File: src/hdl/glbl_cfg_params.svh
`ifndef GLBL_CFG_PARAMS_SVH
`define GLBL_CFG_PARAMS_SVH

// ----------------------------------------------------------------------
// Register bus data width
// ----------------------------------------------------------------------
`define GLBL_CFG_DW 32

// ----------------------------------------------------------------------
// Word indices, taken from byte address bits 5..2
// ----------------------------------------------------------------------
`define GLBL_CFG_IDX_SCRATCH0  4'd0
`define GLBL_CFG_IDX_HARTID    4'd1
`define GLBL_CFG_IDX_SCRATCH2  4'd2
`define GLBL_CFG_IDX_IRQ       4'd3
`define GLBL_CFG_IDX_SDR1      4'd4
`define GLBL_CFG_IDX_SDR2      4'd5
`define GLBL_CFG_IDX_CHIP_TAG  4'd6
`define GLBL_CFG_IDX_REL_DATE  4'd7
`define GLBL_CFG_IDX_REVISION  4'd8

// ----------------------------------------------------------------------
// Reset values
// ----------------------------------------------------------------------
`define GLBL_CFG_RST_SCRATCH   32'hAABB_CCDD
`define GLBL_CFG_RST_HARTID    32'hA55A_A55A
`define GLBL_CFG_RST_IRQ       32'h0000_0000
`define GLBL_CFG_RST_SDR1      32'h0000_0000
// rfsh 0x100, mode reg 0x033, rfmax 6
`define GLBL_CFG_RST_SDR2      32'h0100_019E
// ASCII tag of the chip
`define GLBL_CFG_RST_CHIP_TAG  32'h5946_4956
`define GLBL_CFG_RST_REL_DATE  32'h2212_2021
// Revision 1.8
`define GLBL_CFG_RST_REVISION  32'h0001_8000

`endif
File: src/hdl/glbl_cfg_pkg.sv
`include "glbl_cfg_params.svh"

package glbl_cfg_pkg;

    // Plain vectors with a meaning
    typedef logic [`GLBL_CFG_DW-1:0] reg_word_t;
    typedef logic [7:0]              reg_addr_t;
    typedef logic [3:0]              reg_index_t;
    typedef logic [3:0]              byte_en_t;

    // Registered bus request, fanned out to every bank
    typedef struct packed {
        logic       wr_en;
        logic       rd_en;
        reg_index_t index;
        reg_word_t  wdata;
        byte_en_t   be;
    } reg_wr_req_t;

    // Interrupt control outputs, word 3 bits 19..0
    typedef struct packed {
        logic [2:0]  user_irq;
        logic        soft_irq;
        logic [15:0] irq_lines;
    } irq_cfg_t;

    // Word 4 layout, MSB first
    typedef struct packed {
        logic       spare;
        logic       init_done;
        logic       en;
        logic [2:0] cas;
        logic [1:0] req_depth;
        logic [3:0] twr;
        logic [3:0] trcar;
        logic [3:0] trcd;
        logic [3:0] trp;
        logic [3:0] tras;
        logic [1:0] colbits;
        // 0 is 32-bit, 1 is 16-bit, 2 or 3 is 8-bit
        logic [1:0] width;
    } sdr_ctrl1_t;

    // Word 5 layout, MSB first
    typedef struct packed {
        logic [3:0]  spare;
        logic [11:0] rfsh;
        logic [12:0] mode_reg;
        logic [2:0]  rfmax;
    } sdr_ctrl2_t;

    // Bundle for the SDRAM controller, word 4 fields above word 5 fields
    typedef struct packed {
        logic        en;
        logic [2:0]  cas;
        logic [1:0]  req_depth;
        logic [3:0]  twr;
        logic [3:0]  trcar;
        logic [3:0]  trcd;
        logic [3:0]  trp;
        logic [3:0]  tras;
        logic [1:0]  colbits;
        logic [1:0]  width;
        logic [11:0] rfsh;
        logic [12:0] mode_reg;
        logic [2:0]  rfmax;
    } sdr_cfg_t;

endpackage

File: src/hdl/glbl_cfg_top.sv
`timescale 1ns/1ps

module glbl_cfg_top (
    input  logic                    mclk,
    input  logic                    reset_n,

    // Register bus
    input  logic                    reg_cs,
    input  logic                    reg_wr,
    input  glbl_cfg_pkg::reg_addr_t reg_addr,
    input  glbl_cfg_pkg::reg_word_t reg_wdata,
    input  glbl_cfg_pkg::byte_en_t  reg_be,
    output glbl_cfg_pkg::reg_word_t reg_rdata,
    output logic                    reg_ack,

    // RISC-V core configuration
    output glbl_cfg_pkg::reg_word_t fuse_mhartid,
    output glbl_cfg_pkg::irq_cfg_t  irq_cfg,

    // SDRAM controller configuration and status
    input  logic                    sdr_init_done,
    output glbl_cfg_pkg::sdr_cfg_t  sdr_cfg
);

    // Request fan-out
    glbl_cfg_pkg::reg_wr_req_t wr_req;

    // Per-bank read words
    glbl_cfg_pkg::reg_word_t rd_word_riscv;
    glbl_cfg_pkg::reg_word_t rd_word_sdr;
    glbl_cfg_pkg::reg_word_t rd_word_id;

    // ------------------------------------------------------------------
    // Bus front end
    // ------------------------------------------------------------------
    reg_bus_front u_front (
        .mclk          (mclk),
        .reset_n       (reset_n),
        .reg_cs        (reg_cs),
        .reg_wr        (reg_wr),
        .reg_addr      (reg_addr),
        .reg_wdata     (reg_wdata),
        .reg_be        (reg_be),
        .rd_word_riscv (rd_word_riscv),
        .rd_word_sdr   (rd_word_sdr),
        .rd_word_id    (rd_word_id),
        .wr_req        (wr_req),
        .reg_rdata     (reg_rdata),
        .reg_ack       (reg_ack)
    );

    // ------------------------------------------------------------------
    // Register banks
    // ------------------------------------------------------------------
    // Words 1 and 3
    riscv_cfg_bank u_riscv (
        .mclk         (mclk),
        .reset_n      (reset_n),
        .wr_req       (wr_req),
        .rd_word      (rd_word_riscv),
        .fuse_mhartid (fuse_mhartid),
        .irq_cfg      (irq_cfg)
    );

    // Words 4 and 5
    sdram_cfg_bank u_sdram (
        .mclk          (mclk),
        .reset_n       (reset_n),
        .wr_req        (wr_req),
        .sdr_init_done (sdr_init_done),
        .rd_word       (rd_word_sdr),
        .sdr_cfg       (sdr_cfg)
    );

    // Words 0, 2 and 6 to 8
    id_reg_bank u_id (
        .mclk    (mclk),
        .reset_n (reset_n),
        .wr_req  (wr_req),
        .rd_word (rd_word_id)
    );

endmodule

File: src/hdl/id_reg_bank.sv
`timescale 1ns/1ps

`include "glbl_cfg_params.svh"

module id_reg_bank (
    input  logic                      mclk,
    input  logic                      reset_n,
    input  glbl_cfg_pkg::reg_wr_req_t wr_req,
    output glbl_cfg_pkg::reg_word_t   rd_word
);

    // Scratch words then identity words
    localparam int NREG = 5;

    localparam glbl_cfg_pkg::reg_index_t REG_IDX [NREG] = '{
        `GLBL_CFG_IDX_SCRATCH0,
        `GLBL_CFG_IDX_SCRATCH2,
        `GLBL_CFG_IDX_CHIP_TAG,
        `GLBL_CFG_IDX_REL_DATE,
        `GLBL_CFG_IDX_REVISION
    };

    localparam glbl_cfg_pkg::reg_word_t REG_RST [NREG] = '{
        `GLBL_CFG_RST_SCRATCH,
        `GLBL_CFG_RST_SCRATCH,
        `GLBL_CFG_RST_CHIP_TAG,
        `GLBL_CFG_RST_REL_DATE,
        `GLBL_CFG_RST_REVISION
    };

    glbl_cfg_pkg::reg_word_t reg_q [NREG];

    // ------------------------------------------------------------------
    // One read/write word per entry
    // ------------------------------------------------------------------
    for (genvar i = 0; i < NREG; i++) begin : g_reg
        byte_en_reg #(
            .WIDTH     (`GLBL_CFG_DW),
            .RESET_VAL (REG_RST[i])
        ) u_reg (
            .mclk    (mclk),
            .reset_n (reset_n),
            .wr_en   (wr_req.wr_en && (wr_req.index == REG_IDX[i])),
            .be      (wr_req.be),
            .wdata   (wr_req.wdata),
            .q       (reg_q[i])
        );
    end

    // Read select, indices 9 to 15 fall through as zero
    always_comb begin
        rd_word = '0;
        for (int i = 0; i < NREG; i++) begin
            if (wr_req.index == REG_IDX[i]) begin
                rd_word = reg_q[i];
            end
        end
    end

endmodule

File: src/hdl/sdram_cfg_bank.sv
`timescale 1ns/1ps

`include "glbl_cfg_params.svh"

module sdram_cfg_bank (
    input  logic                      mclk,
    input  logic                      reset_n,
    input  glbl_cfg_pkg::reg_wr_req_t wr_req,
    // Status from the SDRAM controller
    input  logic                      sdr_init_done,
    output glbl_cfg_pkg::reg_word_t   rd_word,
    output glbl_cfg_pkg::sdr_cfg_t    sdr_cfg
);

    // Stored words, viewed through their layouts
    glbl_cfg_pkg::sdr_ctrl1_t ctrl1_q;
    glbl_cfg_pkg::sdr_ctrl2_t ctrl2_q;

    // Word 4 as seen on a read
    glbl_cfg_pkg::sdr_ctrl1_t ctrl1_rd;

    // ------------------------------------------------------------------
    // Word 4, SDRAM control 1
    // ------------------------------------------------------------------
    // Top two bits never stored
    byte_en_reg #(
        .WIDTH     (`GLBL_CFG_DW),
        .RESET_VAL (`GLBL_CFG_RST_SDR1)
    ) u_ctrl1 (
        .mclk    (mclk),
        .reset_n (reset_n),
        .wr_en   (wr_req.wr_en && (wr_req.index == `GLBL_CFG_IDX_SDR1)),
        .be      (wr_req.be),
        .wdata   ({2'b00, wr_req.wdata[29:0]}),
        .q       (ctrl1_q)
    );

    // ------------------------------------------------------------------
    // Word 5, SDRAM control 2
    // ------------------------------------------------------------------
    // Spare nibble kept and read back
    byte_en_reg #(
        .WIDTH     (`GLBL_CFG_DW),
        .RESET_VAL (`GLBL_CFG_RST_SDR2)
    ) u_ctrl2 (
        .mclk    (mclk),
        .reset_n (reset_n),
        .wr_en   (wr_req.wr_en && (wr_req.index == `GLBL_CFG_IDX_SDR2)),
        .be      (wr_req.be),
        .wdata   (wr_req.wdata),
        .q       (ctrl2_q)
    );

    // Live status in bit 30, bit 31 zero
    always_comb begin
        ctrl1_rd           = ctrl1_q;
        ctrl1_rd.init_done = sdr_init_done;
        ctrl1_rd.spare     = 1'b0;
    end

    // Controller bundle
    always_comb begin
        sdr_cfg.en        = ctrl1_q.en;
        sdr_cfg.cas       = ctrl1_q.cas;
        sdr_cfg.req_depth = ctrl1_q.req_depth;
        sdr_cfg.twr       = ctrl1_q.twr;
        sdr_cfg.trcar     = ctrl1_q.trcar;
        sdr_cfg.trcd      = ctrl1_q.trcd;
        sdr_cfg.trp       = ctrl1_q.trp;
        sdr_cfg.tras      = ctrl1_q.tras;
        sdr_cfg.colbits   = ctrl1_q.colbits;
        sdr_cfg.width     = ctrl1_q.width;
        sdr_cfg.rfsh      = ctrl2_q.rfsh;
        sdr_cfg.mode_reg  = ctrl2_q.mode_reg;
        sdr_cfg.rfmax     = ctrl2_q.rfmax;
    end

    // Read mux for words 4 and 5
    always_comb begin
        case (wr_req.index)
            `GLBL_CFG_IDX_SDR1: rd_word = ctrl1_rd;
            `GLBL_CFG_IDX_SDR2: rd_word = ctrl2_q;
            default:            rd_word = '0;
        endcase
    end

endmodule

File: src/hdl/riscv_cfg_bank.sv
`timescale 1ns/1ps

`include "glbl_cfg_params.svh"

module riscv_cfg_bank (
    input  logic                      mclk,
    input  logic                      reset_n,
    input  glbl_cfg_pkg::reg_wr_req_t wr_req,
    output glbl_cfg_pkg::reg_word_t   rd_word,
    output glbl_cfg_pkg::reg_word_t   fuse_mhartid,
    output glbl_cfg_pkg::irq_cfg_t    irq_cfg
);

    localparam glbl_cfg_pkg::reg_word_t IRQ_RST = `GLBL_CFG_RST_IRQ;

    // Stored words
    glbl_cfg_pkg::reg_word_t hartid_q;
    logic [23:0]             irq_q;

    // Word 1, hart ID fuse
    byte_en_reg #(
        .WIDTH     (`GLBL_CFG_DW),
        .RESET_VAL (`GLBL_CFG_RST_HARTID)
    ) u_hartid (
        .mclk    (mclk),
        .reset_n (reset_n),
        .wr_en   (wr_req.wr_en && (wr_req.index == `GLBL_CFG_IDX_HARTID)),
        .be      (wr_req.be),
        .wdata   (wr_req.wdata),
        .q       (hartid_q)
    );

    // Word 3, interrupt control
    // Bits 23..20 forced to zero on the way in
    byte_en_reg #(
        .WIDTH     (24),
        .RESET_VAL (IRQ_RST[23:0])
    ) u_irq (
        .mclk    (mclk),
        .reset_n (reset_n),
        .wr_en   (wr_req.wr_en && (wr_req.index == `GLBL_CFG_IDX_IRQ)),
        .be      (wr_req.be),
        .wdata   ({4'h0, wr_req.wdata[19:0]}),
        .q       (irq_q)
    );

    assign fuse_mhartid = hartid_q;
    assign irq_cfg      = glbl_cfg_pkg::irq_cfg_t'(irq_q[19:0]);

    // Read mux for words 1 and 3
    always_comb begin
        case (wr_req.index)
            `GLBL_CFG_IDX_HARTID: rd_word = hartid_q;
            `GLBL_CFG_IDX_IRQ:    rd_word = {8'h00, irq_q};
            default:              rd_word = '0;
        endcase
    end

endmodule

File: src/hdl/reg_bus_front.sv
`timescale 1ns/1ps

module reg_bus_front (
    input  logic                      mclk,
    input  logic                      reset_n,

    // Register bus from the master
    input  logic                      reg_cs,
    input  logic                      reg_wr,
    input  glbl_cfg_pkg::reg_addr_t   reg_addr,
    input  glbl_cfg_pkg::reg_word_t   reg_wdata,
    input  glbl_cfg_pkg::byte_en_t    reg_be,

    // Read words from the banks, zero when not addressed
    input  glbl_cfg_pkg::reg_word_t   rd_word_riscv,
    input  glbl_cfg_pkg::reg_word_t   rd_word_sdr,
    input  glbl_cfg_pkg::reg_word_t   rd_word_id,

    // Registered request to the banks
    output glbl_cfg_pkg::reg_wr_req_t wr_req,

    // Bus response
    output glbl_cfg_pkg::reg_word_t   reg_rdata,
    output logic                      reg_ack
);

    // Delayed chip select, two stages
    logic cs_d1;
    logic cs_d2;

    // Combined read word
    glbl_cfg_pkg::reg_word_t rd_or;

    // Access ready to be acknowledged
    logic ack_go;

    // ------------------------------------------------------------------
    // Request capture on the first edge with reg_cs high
    // ------------------------------------------------------------------
    always_ff @(posedge mclk or negedge reset_n) begin
        if (!reset_n) begin
            wr_req <= '0;
            cs_d1  <= 1'b0;
            cs_d2  <= 1'b0;
        end else begin
            wr_req.wr_en <= reg_cs & reg_wr;
            wr_req.rd_en <= reg_cs & ~reg_wr;
            // Word index only, bits 7..6 and 1..0 dropped
            wr_req.index <= reg_addr[5:2];
            wr_req.wdata <= reg_wdata;
            wr_req.be    <= reg_be;
            cs_d1        <= reg_cs;
            cs_d2        <= cs_d1;
        end
    end

    // Banks decode their own words, so a plain OR is enough
    assign rd_or = rd_word_riscv | rd_word_sdr | rd_word_id;

    // Held chip select shows up in cs_d2 and blocks a second pulse
    assign ack_go = (wr_req.wr_en | wr_req.rd_en) & ~reg_ack & ~cs_d2;

    // ------------------------------------------------------------------
    // Acknowledge and read data, one edge after capture
    // ------------------------------------------------------------------
    always_ff @(posedge mclk or negedge reset_n) begin
        if (!reset_n) begin
            reg_ack   <= 1'b0;
            reg_rdata <= '0;
        end else begin
            reg_ack <= ack_go;
            // Read data held until the next read
            if (ack_go && wr_req.rd_en) begin
                reg_rdata <= rd_or;
            end
        end
    end

endmodule

File: src/hdl/byte_en_reg.sv
`timescale 1ns/1ps

module byte_en_reg #(
    // Multiple of 8, at most 32
    parameter int               WIDTH     = 32,
    parameter logic [WIDTH-1:0] RESET_VAL = '0
) (
    input  logic                   mclk,
    input  logic                   reset_n,
    input  logic                   wr_en,
    input  glbl_cfg_pkg::byte_en_t be,
    input  logic [WIDTH-1:0]       wdata,
    output logic [WIDTH-1:0]       q
);

    // Number of byte lanes actually stored
    localparam int LANES = WIDTH / 8;

    // ------------------------------------------------------------------
    // Lane-wise update
    // ------------------------------------------------------------------
    always_ff @(posedge mclk or negedge reset_n) begin
        if (!reset_n) begin
            q <= RESET_VAL;
        end else if (wr_en) begin
            for (int i = 0; i < LANES; i++) begin
                // Unselected lanes hold
                if (be[i]) begin
                    q[i*8 +: 8] <= wdata[i*8 +: 8];
                end
            end
        end
    end

endmodule

File: config.mk
export PLATFORM = sky130hd
export DESIGN_NAME = glbl_cfg_top
export DESIGN_NICKNAME = d
export VERILOG_FILES = /design/src/hdl/glbl_cfg_pkg.sv /design/src/hdl/glbl_cfg_top.sv /design/src/hdl/id_reg_bank.sv /design/src/hdl/sdram_cfg_bank.sv /design/src/hdl/riscv_cfg_bank.sv /design/src/hdl/reg_bus_front.sv /design/src/hdl/byte_en_reg.sv
export VERILOG_INCLUDE_DIRS = /design/src /design/src/hdl
export SDC_FILE = /design/constraint.sdc
export NUM_CORES = 1
export LEC_CHECK = 0
export BUFFER_PORTS_ARGS = -buffer_cell sky130_fd_sc_hd__buf_2
export CAP_MARGIN = 20
export CORE_ASPECT_RATIO = 0.7
export CORE_UTILIZATION = 60
export DETAILED_ROUTE_END_ITERATION = 8
export PLACE_DENSITY = 0.82
export SLEW_MARGIN = 25
export SYNTH_ARGS = -nofsm -noshare
export SYNTH_HDL_FRONTEND = slang
export SYNTH_SLANG_ARGS = --single-unit
File: constraint.sdc
create_clock -name mclk -period 5.3 [get_ports mclk]
set_input_delay 0 -clock mclk [delete_from_list [all_inputs] [get_ports mclk]]
set_output_delay 0 -clock mclk [all_outputs]
set_load 0.01 [all_outputs]
# Yosys cells after proc, flatten, opt, wreduce, memory -nomap -nowiden
# Cells that the tools add are included.
[classes]
eq_ne = 8
muxes = 7
bitwise = 10
reduce_logical = 46
[ops]
columns = ["cell", "count"]
rows = [
  ["32-bit two-way mux", 5],
  ["32-bit one-hot mux with 2 select lines", 2],
  ["2-bit AND reduction", 35],
  ["32-bit bitwise OR", 2],
  ["4-bit by 3-bit equality test with 1-bit output (second input constant)", 4],
  ["1-bit logical AND", 10],
  ["4-bit by 2-bit equality test with 1-bit output (second input constant)", 2],
  ["1-bit bitwise AND", 4],
  ["4-bit by 1-bit equality test with 1-bit output (second input constant)", 1],
  ["4-bit equality test (second input constant)", 1],
  ["4-bit zero test", 1],
  ["1-bit NOT", 3],
  ["1-bit bitwise OR", 1],
]
[word_totals]
regBits = 351
inputBits = 49
out_inout_bits = 143
wordCells = 115

# Depth between registers and ports, before layout
# Gate-level depths: netlist (run 1).
[logic_depth]
word_depth = 7
mapped_depth = 7
depth_no_buf = 4

# By module
# A second synthesis (run 1) with hierarchy kept.
[unflattened]
hier_cells = 1083
hier_area_um2 = 15418.5
[modules_own_cells]
columns = ["mod", "n_inst", "cells_per_inst", "area_each_um2", "seq_area_each_um2"]
rows = [
  ["reg_bus_front", 1, 149, 2561.2, 1926.8],
  ["byte_en_reg at u_id.g_reg[0].u_reg ...", 2, 68, 1211.2, 825.8],
  ["byte_en_reg at u_id.g_reg[3].u_reg ...", 2, 68, 1194.9, 809.5],
  ["id_reg_bank", 1, 194, 1332.5, 0.0],
  ["byte_en_reg at u_riscv.u_hartid", 1, 68, 1206.2, 820.8],
  ["byte_en_reg at u_id.g_reg[2].u_reg", 1, 68, 1203.7, 818.3],
  ["byte_en_reg at u_id.g_reg[4].u_reg", 1, 68, 1188.6, 803.3],
  ["byte_en_reg at u_sdram.u_ctrl1", 1, 68, 1186.1, 800.8],
  ["byte_en_reg at u_riscv.u_irq", 1, 51, 889.6, 600.6],
  ["sdram_cfg_bank", 1, 77, 540.5, 0.0],
  ["riscv_cfg_bank", 1, 68, 498.0, 0.0],
]

# Worst setup path after synthesis (run 1)
# Ideal clock, no wire load.
[synth_timing]
path_kind = "register to register"
startpoint = "register u_front.wr_req[37] (netlist name)"
endpoint = "register u_id.g_reg[4].u_reg.q[0]"
setup_ns = 0.125
arrival_ns = 1.683
required_ns = 5.175
slack_ns = 3.492
path_stages_with_launch = 7
path_buffers = 2
period_less_slack_ns = 1.808
path_cell_list = "dfrtp_1 > buf_4 > buf_4 > nor2_2 > nand3b_2 > nor2_4 > mux2_2"
[synth_via]
elab_chain_cells = 3
[synth_rtl]
columns = ["element", "line_no", "source"]
rows = [
  ["4-bit equality test", "id_reg_bank.sv:43", ".wr_en (wr_req.wr_en && (wr_req.index == REG_IDX[i])),"],
  ["1-bit logical AND", "id_reg_bank.sv:43", ""],
  ["2-bit AND reduction (no line)", "--", ""],
  ["end signal: indexed assignment", "byte_en_reg.sv:29", "q[i*8 +: 8] <= wdata[i*8 +: 8];"],
  ["end: declaration", "byte_en_reg.sv:13", "output logic [WIDTH-1:0] q"],
]
# Every way passes these cells.
# A chain may end at the register's enable or synchronous reset.

# Worst setup path after layout (run 1)
[layout_timing]
startpoint = "register u_front.wr_req[38] (netlist name)"
endpoint = "register u_sdram.u_ctrl2.q[13]"
[layout_via]
elab_chain_cells = 3
[layout_rtl]
columns = ["element", "line_no", "source"]
rows = [
  ["4-bit by 3-bit equality test with 1-bit output (no line)", "--", ""],
  ["1-bit logical AND", "sdram_cfg_bank.sv:48", ".wr_en (wr_req.wr_en && (wr_req.index == `GLBL_CFG_IDX_SDR2)),"],
  ["2-bit AND reduction (no line)", "--", ""],
  ["end signal: indexed assignment", "byte_en_reg.sv:29", ""],
  ["end: declaration", "byte_en_reg.sv:13", ""],
]
# Every way passes these cells.

==> flow_metrics.env, run 1 <==
export IMPL_status="completed"
export IMPL_clk_latency_ns=0.52
export IMPL_firstDrtPassIters=5
export IMPL_cts_root_buf="clkbuf_16"
export IMPL_grt_pass1_wl_um=57900
export IMPL_skew_ns=0.0106
export IMPL_start_util_pct=61.3
export IMPL_fin_nets=1362
export IMPL_grt_ovfl_total=0
export IMPL_setup_viol=0
export IMPL_grt_max_degree=131
export IMPL_synth_edf_count=0
export IMPL_fin_cells=1663
export IMPL_synth_top_area_share_pct=43.8
export IMPL_yosysWarnings=0
export IMPL_io_buffers=187
export IMPL_drcViolationCount=0
export IMPL_die_x_um=192
export IMPL_synth_largest_area_cell="dfrtp_1"
export IMPL_synth_common_cells="mux2_2, dfrtp_1, nor2_1"
export IMPL_die_area_um2=25900
export IMPL_place_gp_congestion=0.811
export IMPL_powerDensity_nw_per_um2=376
export IMPL_io_pins=192
export IMPL_syn_to_final_growth_pct=17.0
export IMPL_max_freq_mhz=307
export IMPL_synthTopCellsByArea="dfrtp_1, mux2_2, dfstp_2, nor2_1, mux2i_1"
export IMPL_drt_iter0_drc=658
export IMPL_clock_path_buffers=3
export IMPL_grt_pass1_vias=10400
export IMPL_crit_required_ns=5.70
export IMPL_post_cts_resized=0
export IMPL_wl_per_cell_um=22.1
export IMPL_vias_per_cell=6.01
export IMPL_timing_max_cap_violations=0
export IMPL_critPathCaptureType="flop"
export IMPL_slew_headroom_pct=27.2
export IMPL_arrival_ns=3.65
export IMPL_ys_seq_elements=351
export IMPL_clock_sinks=351
export IMPL_tns_ns=0
export IMPL_routed_wl_um=36800
export IMPL_std_cell_rows=48
export IMPL_syn_area_per_cell_um2=13.6
export IMPL_cts_buffers=34
export IMPL_post_cts_setup_buffers=0
export IMPL_syn_inst=1112
export IMPL_worstMarginPinSlew_ns=1.09
export IMPL_antennaDiodeCount=0
export IMPL_synth_seq_area_share_pct=58.7
export IMPL_rsz0062_at_grt="no"
export IMPL_cts_tree="built"
export IMPL_cellLeakagePower_nw=8.11
export IMPL_ir_drop_mv=0.273
export IMPL_dp_hpwl_um=22500
export IMPL_synthArstFlopShare_pct=100
export IMPL_vias=9993
export IMPL_synth_nets=1161
export IMPL_synth_top_flop_cell="dfrtp_1"
export IMPL_grtUsageTotal_pct=29.2
export IMPL_core_um2=24700
export IMPL_hold_viol_final=0
export IMPL_period_minus_slack_ns=3.26
export IMPL_antenna_found_initial=0
export IMPL_p_total_mw=6.66
export IMPL_netlist_area_um2=15100
export IMPL_final_max_slew_violation_count=0
export IMPL_synth_cell_types=47
export IMPL_fin_crit_sh_pct=61.5
export IMPL_worstPathMaxFanout=27
export IMPL_cts_clk_slew_worst_paths_ns=0.07
export IMPL_drtAntennaViolNets=0
export IMPL_htreeDepth=2
export IMPL_place_inst=1558
export IMPL_synth_most_common_cell="mux2_2"
export IMPL_nFillCells=1665
export IMPL_die_h_um=135
export IMPL_path_class="flop to flop"
export IMPL_critPathLaunchType="flop"
export IMPL_hold_path_class="primary input to asynchronous set/reset pin"
export IMPL_drive_gt1_share_pct=49.0
[registers in the layout (all words and copies together), names as in the netlist]
name and count:
u_front.cs_d1 1, u_front.cs_d2 1, u_front.reg_ack 1, u_front.reg_rdata 32, u_front.wr_req 42, u_id.g.u_reg.q 160, u_riscv.u_hartid.q 32, u_riscv.u_irq.q 20
u_sdram.u_ctrl1.q 30, u_sdram.u_ctrl2.q 32
[metrics by stage]
step	cell area [µm²]	hold WS [ns]	utilization (%)	worst slack, ns
after floorplan	15100	-0.296	-	3.49
after detailed placement	16100	0.0739	65.3	2.07
final	17700	0.0621	71.7	2.04
after CTS	17700	0.0995	71.7	2.07
after global routing	17700	0.106	71.7	1.92
after global placement	16100	0.0733	65.3	2.11
[cell type report]
cell class / instances / area [µm²] / share of cell area [%]
Multi-Input combinational cell: 679 / 5760 / 32.5
Inverter: 2 / 7.51 / 0.0424
Clock buffer: 50 / 1000 / 5.66
Sequential cell: 351 / 8890 / 50.2
Tap cell: 325 / 407 / 2.30
Clock inverter: 11 / 134 / 0.756
Timing Repair Buffer: 245 / 1500 / 8.49
[cell usage in the layout, fill, tap and decap left out, types with 26 or more instances in the layout]
cell           count
mux2_2           273
dfrtp_1          262
buf_2            186
nor2_1            95
dfstp_2           86
dlygate4sd3_1     44
clkbuf_16         35
nand2_1           33
mux2i_1           31
a31oi_1           31
nand3_1           27
a221oi_1          26
[timing repair]
item                                    4_1_cts  5_1_grt
endpoints found under the hold margin       136        0
hold buffers                                 44        0
endpoints found under the setup margin        0        0
[layer usage]
layer,GRT usage (%),wire length (µm),up-vias
met5,0,0,-
met1,42.8,16800,5193
met4,6.75,533,0
li1,-,-,4437
met3,5.33,2360,42
met2,45.6,17000,321
[final timing paths]
kind,from,to,slack [ns],cells after the start
max in group asynchronous,reset_n,u_front.wr_req[37],3.80,3
max,u_front.wr_req[38],u_sdram.u_ctrl2.q[13],2.04,5
max reg2reg,u_front.wr_req[38],u_sdram.u_ctrl2.q[13],2.04,5
min,reset_n,u_front.wr_req[21],0.06,2
min in group mclk,reg_wdata[3],u_front.wr_req[7],0.11,2
min reg2reg,u_front.cs_d1,u_front.cs_d2,0.35,0
[power breakdown]
part	total (mW)	switching [mW]	internal [mW]
Sequential	3.34	0.250	3.08
Clock	2.47	1.01	1.46
Combinational	0.847	0.413	0.434
Total	6.66	1.68	4.98
[critical path, stage by stage, from the launching register on]
cell      delay, ns
dfrtp_2        0.96
buf_4          0.54
and3b_1        0.40
nand2b_1       0.35
nor2_4         0.47
mux2_2         0.39
[logic make-up (layout without fill, tap and decap cells)]
| logic type | count (synthesis) | after routing | synth area share [%] |
|---|---|---|---|
| and+or+nand+nor | 215 | 215 | 7.89 |
| muxes | 305 | 305 | 22.4 |
| AOI/OAI and AO/OA | 159 | 159 | 7.68 |
| DFF | 351 | 351 | 58.7 |
| buffers and inverters | 82 | 308 | 3.26 |
Note: power is estimated with default switching activity, not from simulation.
==> run 2: changes to the inputs <==
--- a/config.mk
+++ b/config.mk
@@ -6,12 +6,13 @@
 export SDC_FILE = /design/constraint.sdc
 export NUM_CORES = 1
 export LEC_CHECK = 0
+export ABC_AREA = 1
 export BUFFER_PORTS_ARGS = -buffer_cell sky130_fd_sc_hd__buf_2
 export CAP_MARGIN = 20
 export CORE_ASPECT_RATIO = 0.7
-export CORE_UTILIZATION = 60
+export CORE_UTILIZATION = 52
 export DETAILED_ROUTE_END_ITERATION = 8
-export PLACE_DENSITY = 0.82
+export PLACE_DENSITY = 0.76
 export SLEW_MARGIN = 25
 export SYNTH_ARGS = -nofsm -noshare
 export SYNTH_HDL_FRONTEND = slang
==> constraint.sdc (replaced) <==
create_clock -name mclk -period 2.68 [get_ports mclk]
set_input_delay 0 -clock mclk [delete_from_list [all_inputs] [get_ports mclk]]
set_output_delay 0 -clock mclk [all_outputs]
set_load 0.01 [all_outputs]
==> run 2 against run 1 <==
  * First-iteration DRC count increased by 64%
  * Count of clock-buffer cells in the layout increased by 5
  * Total power increased by 98%
  * Synthesized area up 0.21%
  * Register-to-register slack got worse by 1.6 ns
  * Core utilization decreased by 8.3 points
  * Critical path type unchanged
  * Largest cell class unchanged
  * Highest routed layer is now met5
==> flow_metrics.env, run 2 <==
export IMPL_grtUsageTotal_pct=28.5
export IMPL_netlist_area_um2=15200
export IMPL_synth_top_area_share_pct=43.7
export IMPL_final_cell_mix="nand2_1, dfrtp_1, nand3_1"
export IMPL_rr_worst_depth=4
export IMPL_r2r_start="u_front.wr_req[36]"
export IMPL_worstPathMaxFanout=16
export IMPL_drive_gt1_share_pct=21.6
export IMPL_slew_headroom_pct=49.7
export IMPL_synth_seq_area_share_pct=58.6
export IMPL_cellLeakagePower_nw=8.58
export IMPL_cp_top_family="simple AND/OR/NAND/NOR gates"
export IMPL_drt_iter0_drc=1080
export IMPL_syn_area_per_cell_um2=8.89
export IMPL_largest_registers="u_id.g.u_reg.q: 160 flops, u_front.wr_req: 42 flops"
export IMPL_setup_viol=0
export IMPL_critPathMaxStageDelay_ns=0.61
export IMPL_syn_to_final_growth_pct=18.0
export IMPL_grt_max_degree=117
export IMPL_period_minus_slack_ns=2.27
export IMPL_std_cell_rows=51
export IMPL_fin_crit_sh_pct=84.7
export IMPL_layout_cells_most_common="nand2_1"
export IMPL_firstDrtPassIters=6
export IMPL_largest_reg_flops=160
export IMPL_synth_edf_count=0
export IMPL_io_pins=192
export IMPL_hold_path_class="primary input to asynchronous set/reset pin"
export IMPL_synth_most_common_cell="nand2_1"
export IMPL_cpMaxStageDelayCell="dfrtp_1"
export IMPL_drtAntennaViolNets=0
export IMPL_place_gp_congestion=0.814
export IMPL_cts_hold_buf=44
export IMPL_rsz0062_at_grt="no"
export IMPL_final_max_slew_violation_count=0
export IMPL_htreeDepth=2
export IMPL_grt_ovfl_total=0
export IMPL_vias_per_cell=5.58
export IMPL_clk_latency_ns=0.54
export IMPL_worst_path_buf_inv=1
export IMPL_synth_cell_types=27
export IMPL_cp_num_cells=4
export IMPL_dp_hpwl_um=25600
export IMPL_post_cts_setup_buffers=0
export IMPL_die_h_um=145
export IMPL_start_util_pct=53.8
export IMPL_antenna_found_initial=1
export IMPL_synthTopCellsByArea="dfrtp_1, dfstp_2, nand2_1, nand3_1, o21ai_0"
export IMPL_ir_drop_mv=0.412
export IMPL_synth_nets=1756
export IMPL_hold_viol_final=0
export IMPL_routed_wl_um=41600
export IMPL_grt_pass1_wl_um=65400
export IMPL_tns_ns=0
export IMPL_cts_tree="built"
export IMPL_vias=12700
export IMPL_clock_path_buffers=3
export IMPL_max_freq_mhz=441
export IMPL_cp_cell_sequence="clkinv_2, nor4_4, nand2_1, o21ai_0"
export IMPL_critPathCaptureType="flop"
export IMPL_crit_required_ns=3.10
export IMPL_yosysWarnings=0
export IMPL_syn_inst=1707
export IMPL_worstReg2RegEnd="u_sdram.u_ctrl2.q[10]"
export IMPL_critPathLaunchType="flop"
export IMPL_final_core_util_pct=63.4
export IMPL_io_buffers=187
export IMPL_path_class="flop to flop"
export IMPL_cts_clk_slew_worst_paths_ns=0.06
export IMPL_status="completed"
export IMPL_post_cts_resized=0
export IMPL_fin_nets=1926
export IMPL_arrival_ns=2.69
export IMPL_synthArstFlopShare_pct=100
export IMPL_die_area_um2=29900
export IMPL_worstMarginPinSlew_ns=0.753
export IMPL_wl_per_cell_um=18.3
export IMPL_timing_max_cap_violations=0
export IMPL_synth_top_flop_cell="dfrtp_1"
export IMPL_synth_common_cells="nand2_1, dfrtp_1, nand3_1"
export IMPL_grt_pass1_vias=12100
export IMPL_die_x_um=206
export IMPL_whs_ns=0.0535
export IMPL_cts_root_buf="clkbuf_16"
export IMPL_ys_seq_elements=351
export IMPL_synth_largest_area_cell="dfrtp_1"
export IMPL_regMostFlops="u_id.g.u_reg.q"
export IMPL_cts_buffers=35
export IMPL_powerDensity_nw_per_um2=735
export IMPL_antennaDiodeCount=0
export IMPL_r2r_slack_ns=0.41
export IMPL_skew_ns=0.0293
export IMPL_core_um2=28200
export IMPL_clock_sinks=351
export IMPL_drcViolationCount=0
export IMPL_p_total_mw=13.1
[run 2: cell types whose count changed after synthesis, sizes merged, moves of 16 or more]
cell	previous run	this run
clkbuf	24	70
nand3	30	258
mux2i	31	0
a311o	20	0
mux2	274	0
a31oi	31	0
nand4	0	20
nand2	33	454
a221oi	26	0
inv	2	74
nor2	119	135
o21ai	20	274
[run 2: cell type report]
cell class                      count  area [µm²]
Tap cell                          371         464
Clock buffer                       55        1030
Fill cell                        2362       10300
Multi-Input combinational cell   1157        5390
Timing Repair Buffer              257        1720
Clock inverter                      9         113
Inverter                           75         285
Sequential cell                   351        8890
[run 2: kinds of logic after synthesis]
group	after synthesis	share of synthesized area [%]
buffers and inverters	199	6.05
and+or+nand+nor	876	25.3
DFF	351	58.6
AOI/OAI and AO/OA	281	10.1
[run 2: worst max path at each step]
stage                             startpoint                   endpoint  slack [ns]
after floorplan           u_front.wr_req[36]  u_id.g_reg[4].u_reg.q[13]        0.98
after global placement    u_front.wr_req[36]       u_sdram.u_ctrl2.q[8]        0.57
after detailed placement  u_front.wr_req[36]      u_sdram.u_ctrl2.q[10]        0.46
after CTS                 u_front.wr_req[36]      u_sdram.u_ctrl2.q[10]        0.42
after global routing      u_front.wr_req[37]        u_riscv.u_irq.q[14]        0.29
final                     u_front.wr_req[36]      u_sdram.u_ctrl2.q[10]        0.41
[run 2: per-stage QoR]
step,instances,instance area (µm²),setup slack (ns)
6_report,2275,17900,0.411
5_1_grt,2275,17900,0.291
4_1_cts,2275,17900,0.419
3_5_place_dp,2167,16300,0.458
3_3_place_gp,2167,16300,0.565
2_1_floorplan,1707,15200,0.976
[run 2: worst register-to-register path, delay by kind of cell (launching register included)]
| kind | cells | cell delay [ns] |
|---|---|---|
| AND/OR/NAND/NOR | 2 | 0.94 |
| flip-flops | 1 | 0.61 |
| AO/OA/AOI/OAI | 1 | 0.37 |
| buffers and inverters | 1 | 0.25 |
[run 2: report_power, final]
group	total, mW	leakage [nW]	switching [mW]	internal, mW
Combinational	1.68	3.70	1.03	0.650
Clock	4.94	0.558	2.09	2.86
Sequential	6.53	4.32	0.450	6.08
Total	13.1	8.58	3.56	9.58
[run 2: per-layer routing]
| metal | GRT usage, % | wire length, µm | vias to the layer above |
|---|---|---|---|
| met5 | 0 | 13 | - |
| met4 | 9.33 | 1120 | 2 |
| met3 | 5.84 | 3330 | 86 |
| met2 | 43.9 | 18700 | 542 |
| met1 | 40.3 | 18400 | 6124 |
| li1 | - | - | 5950 |
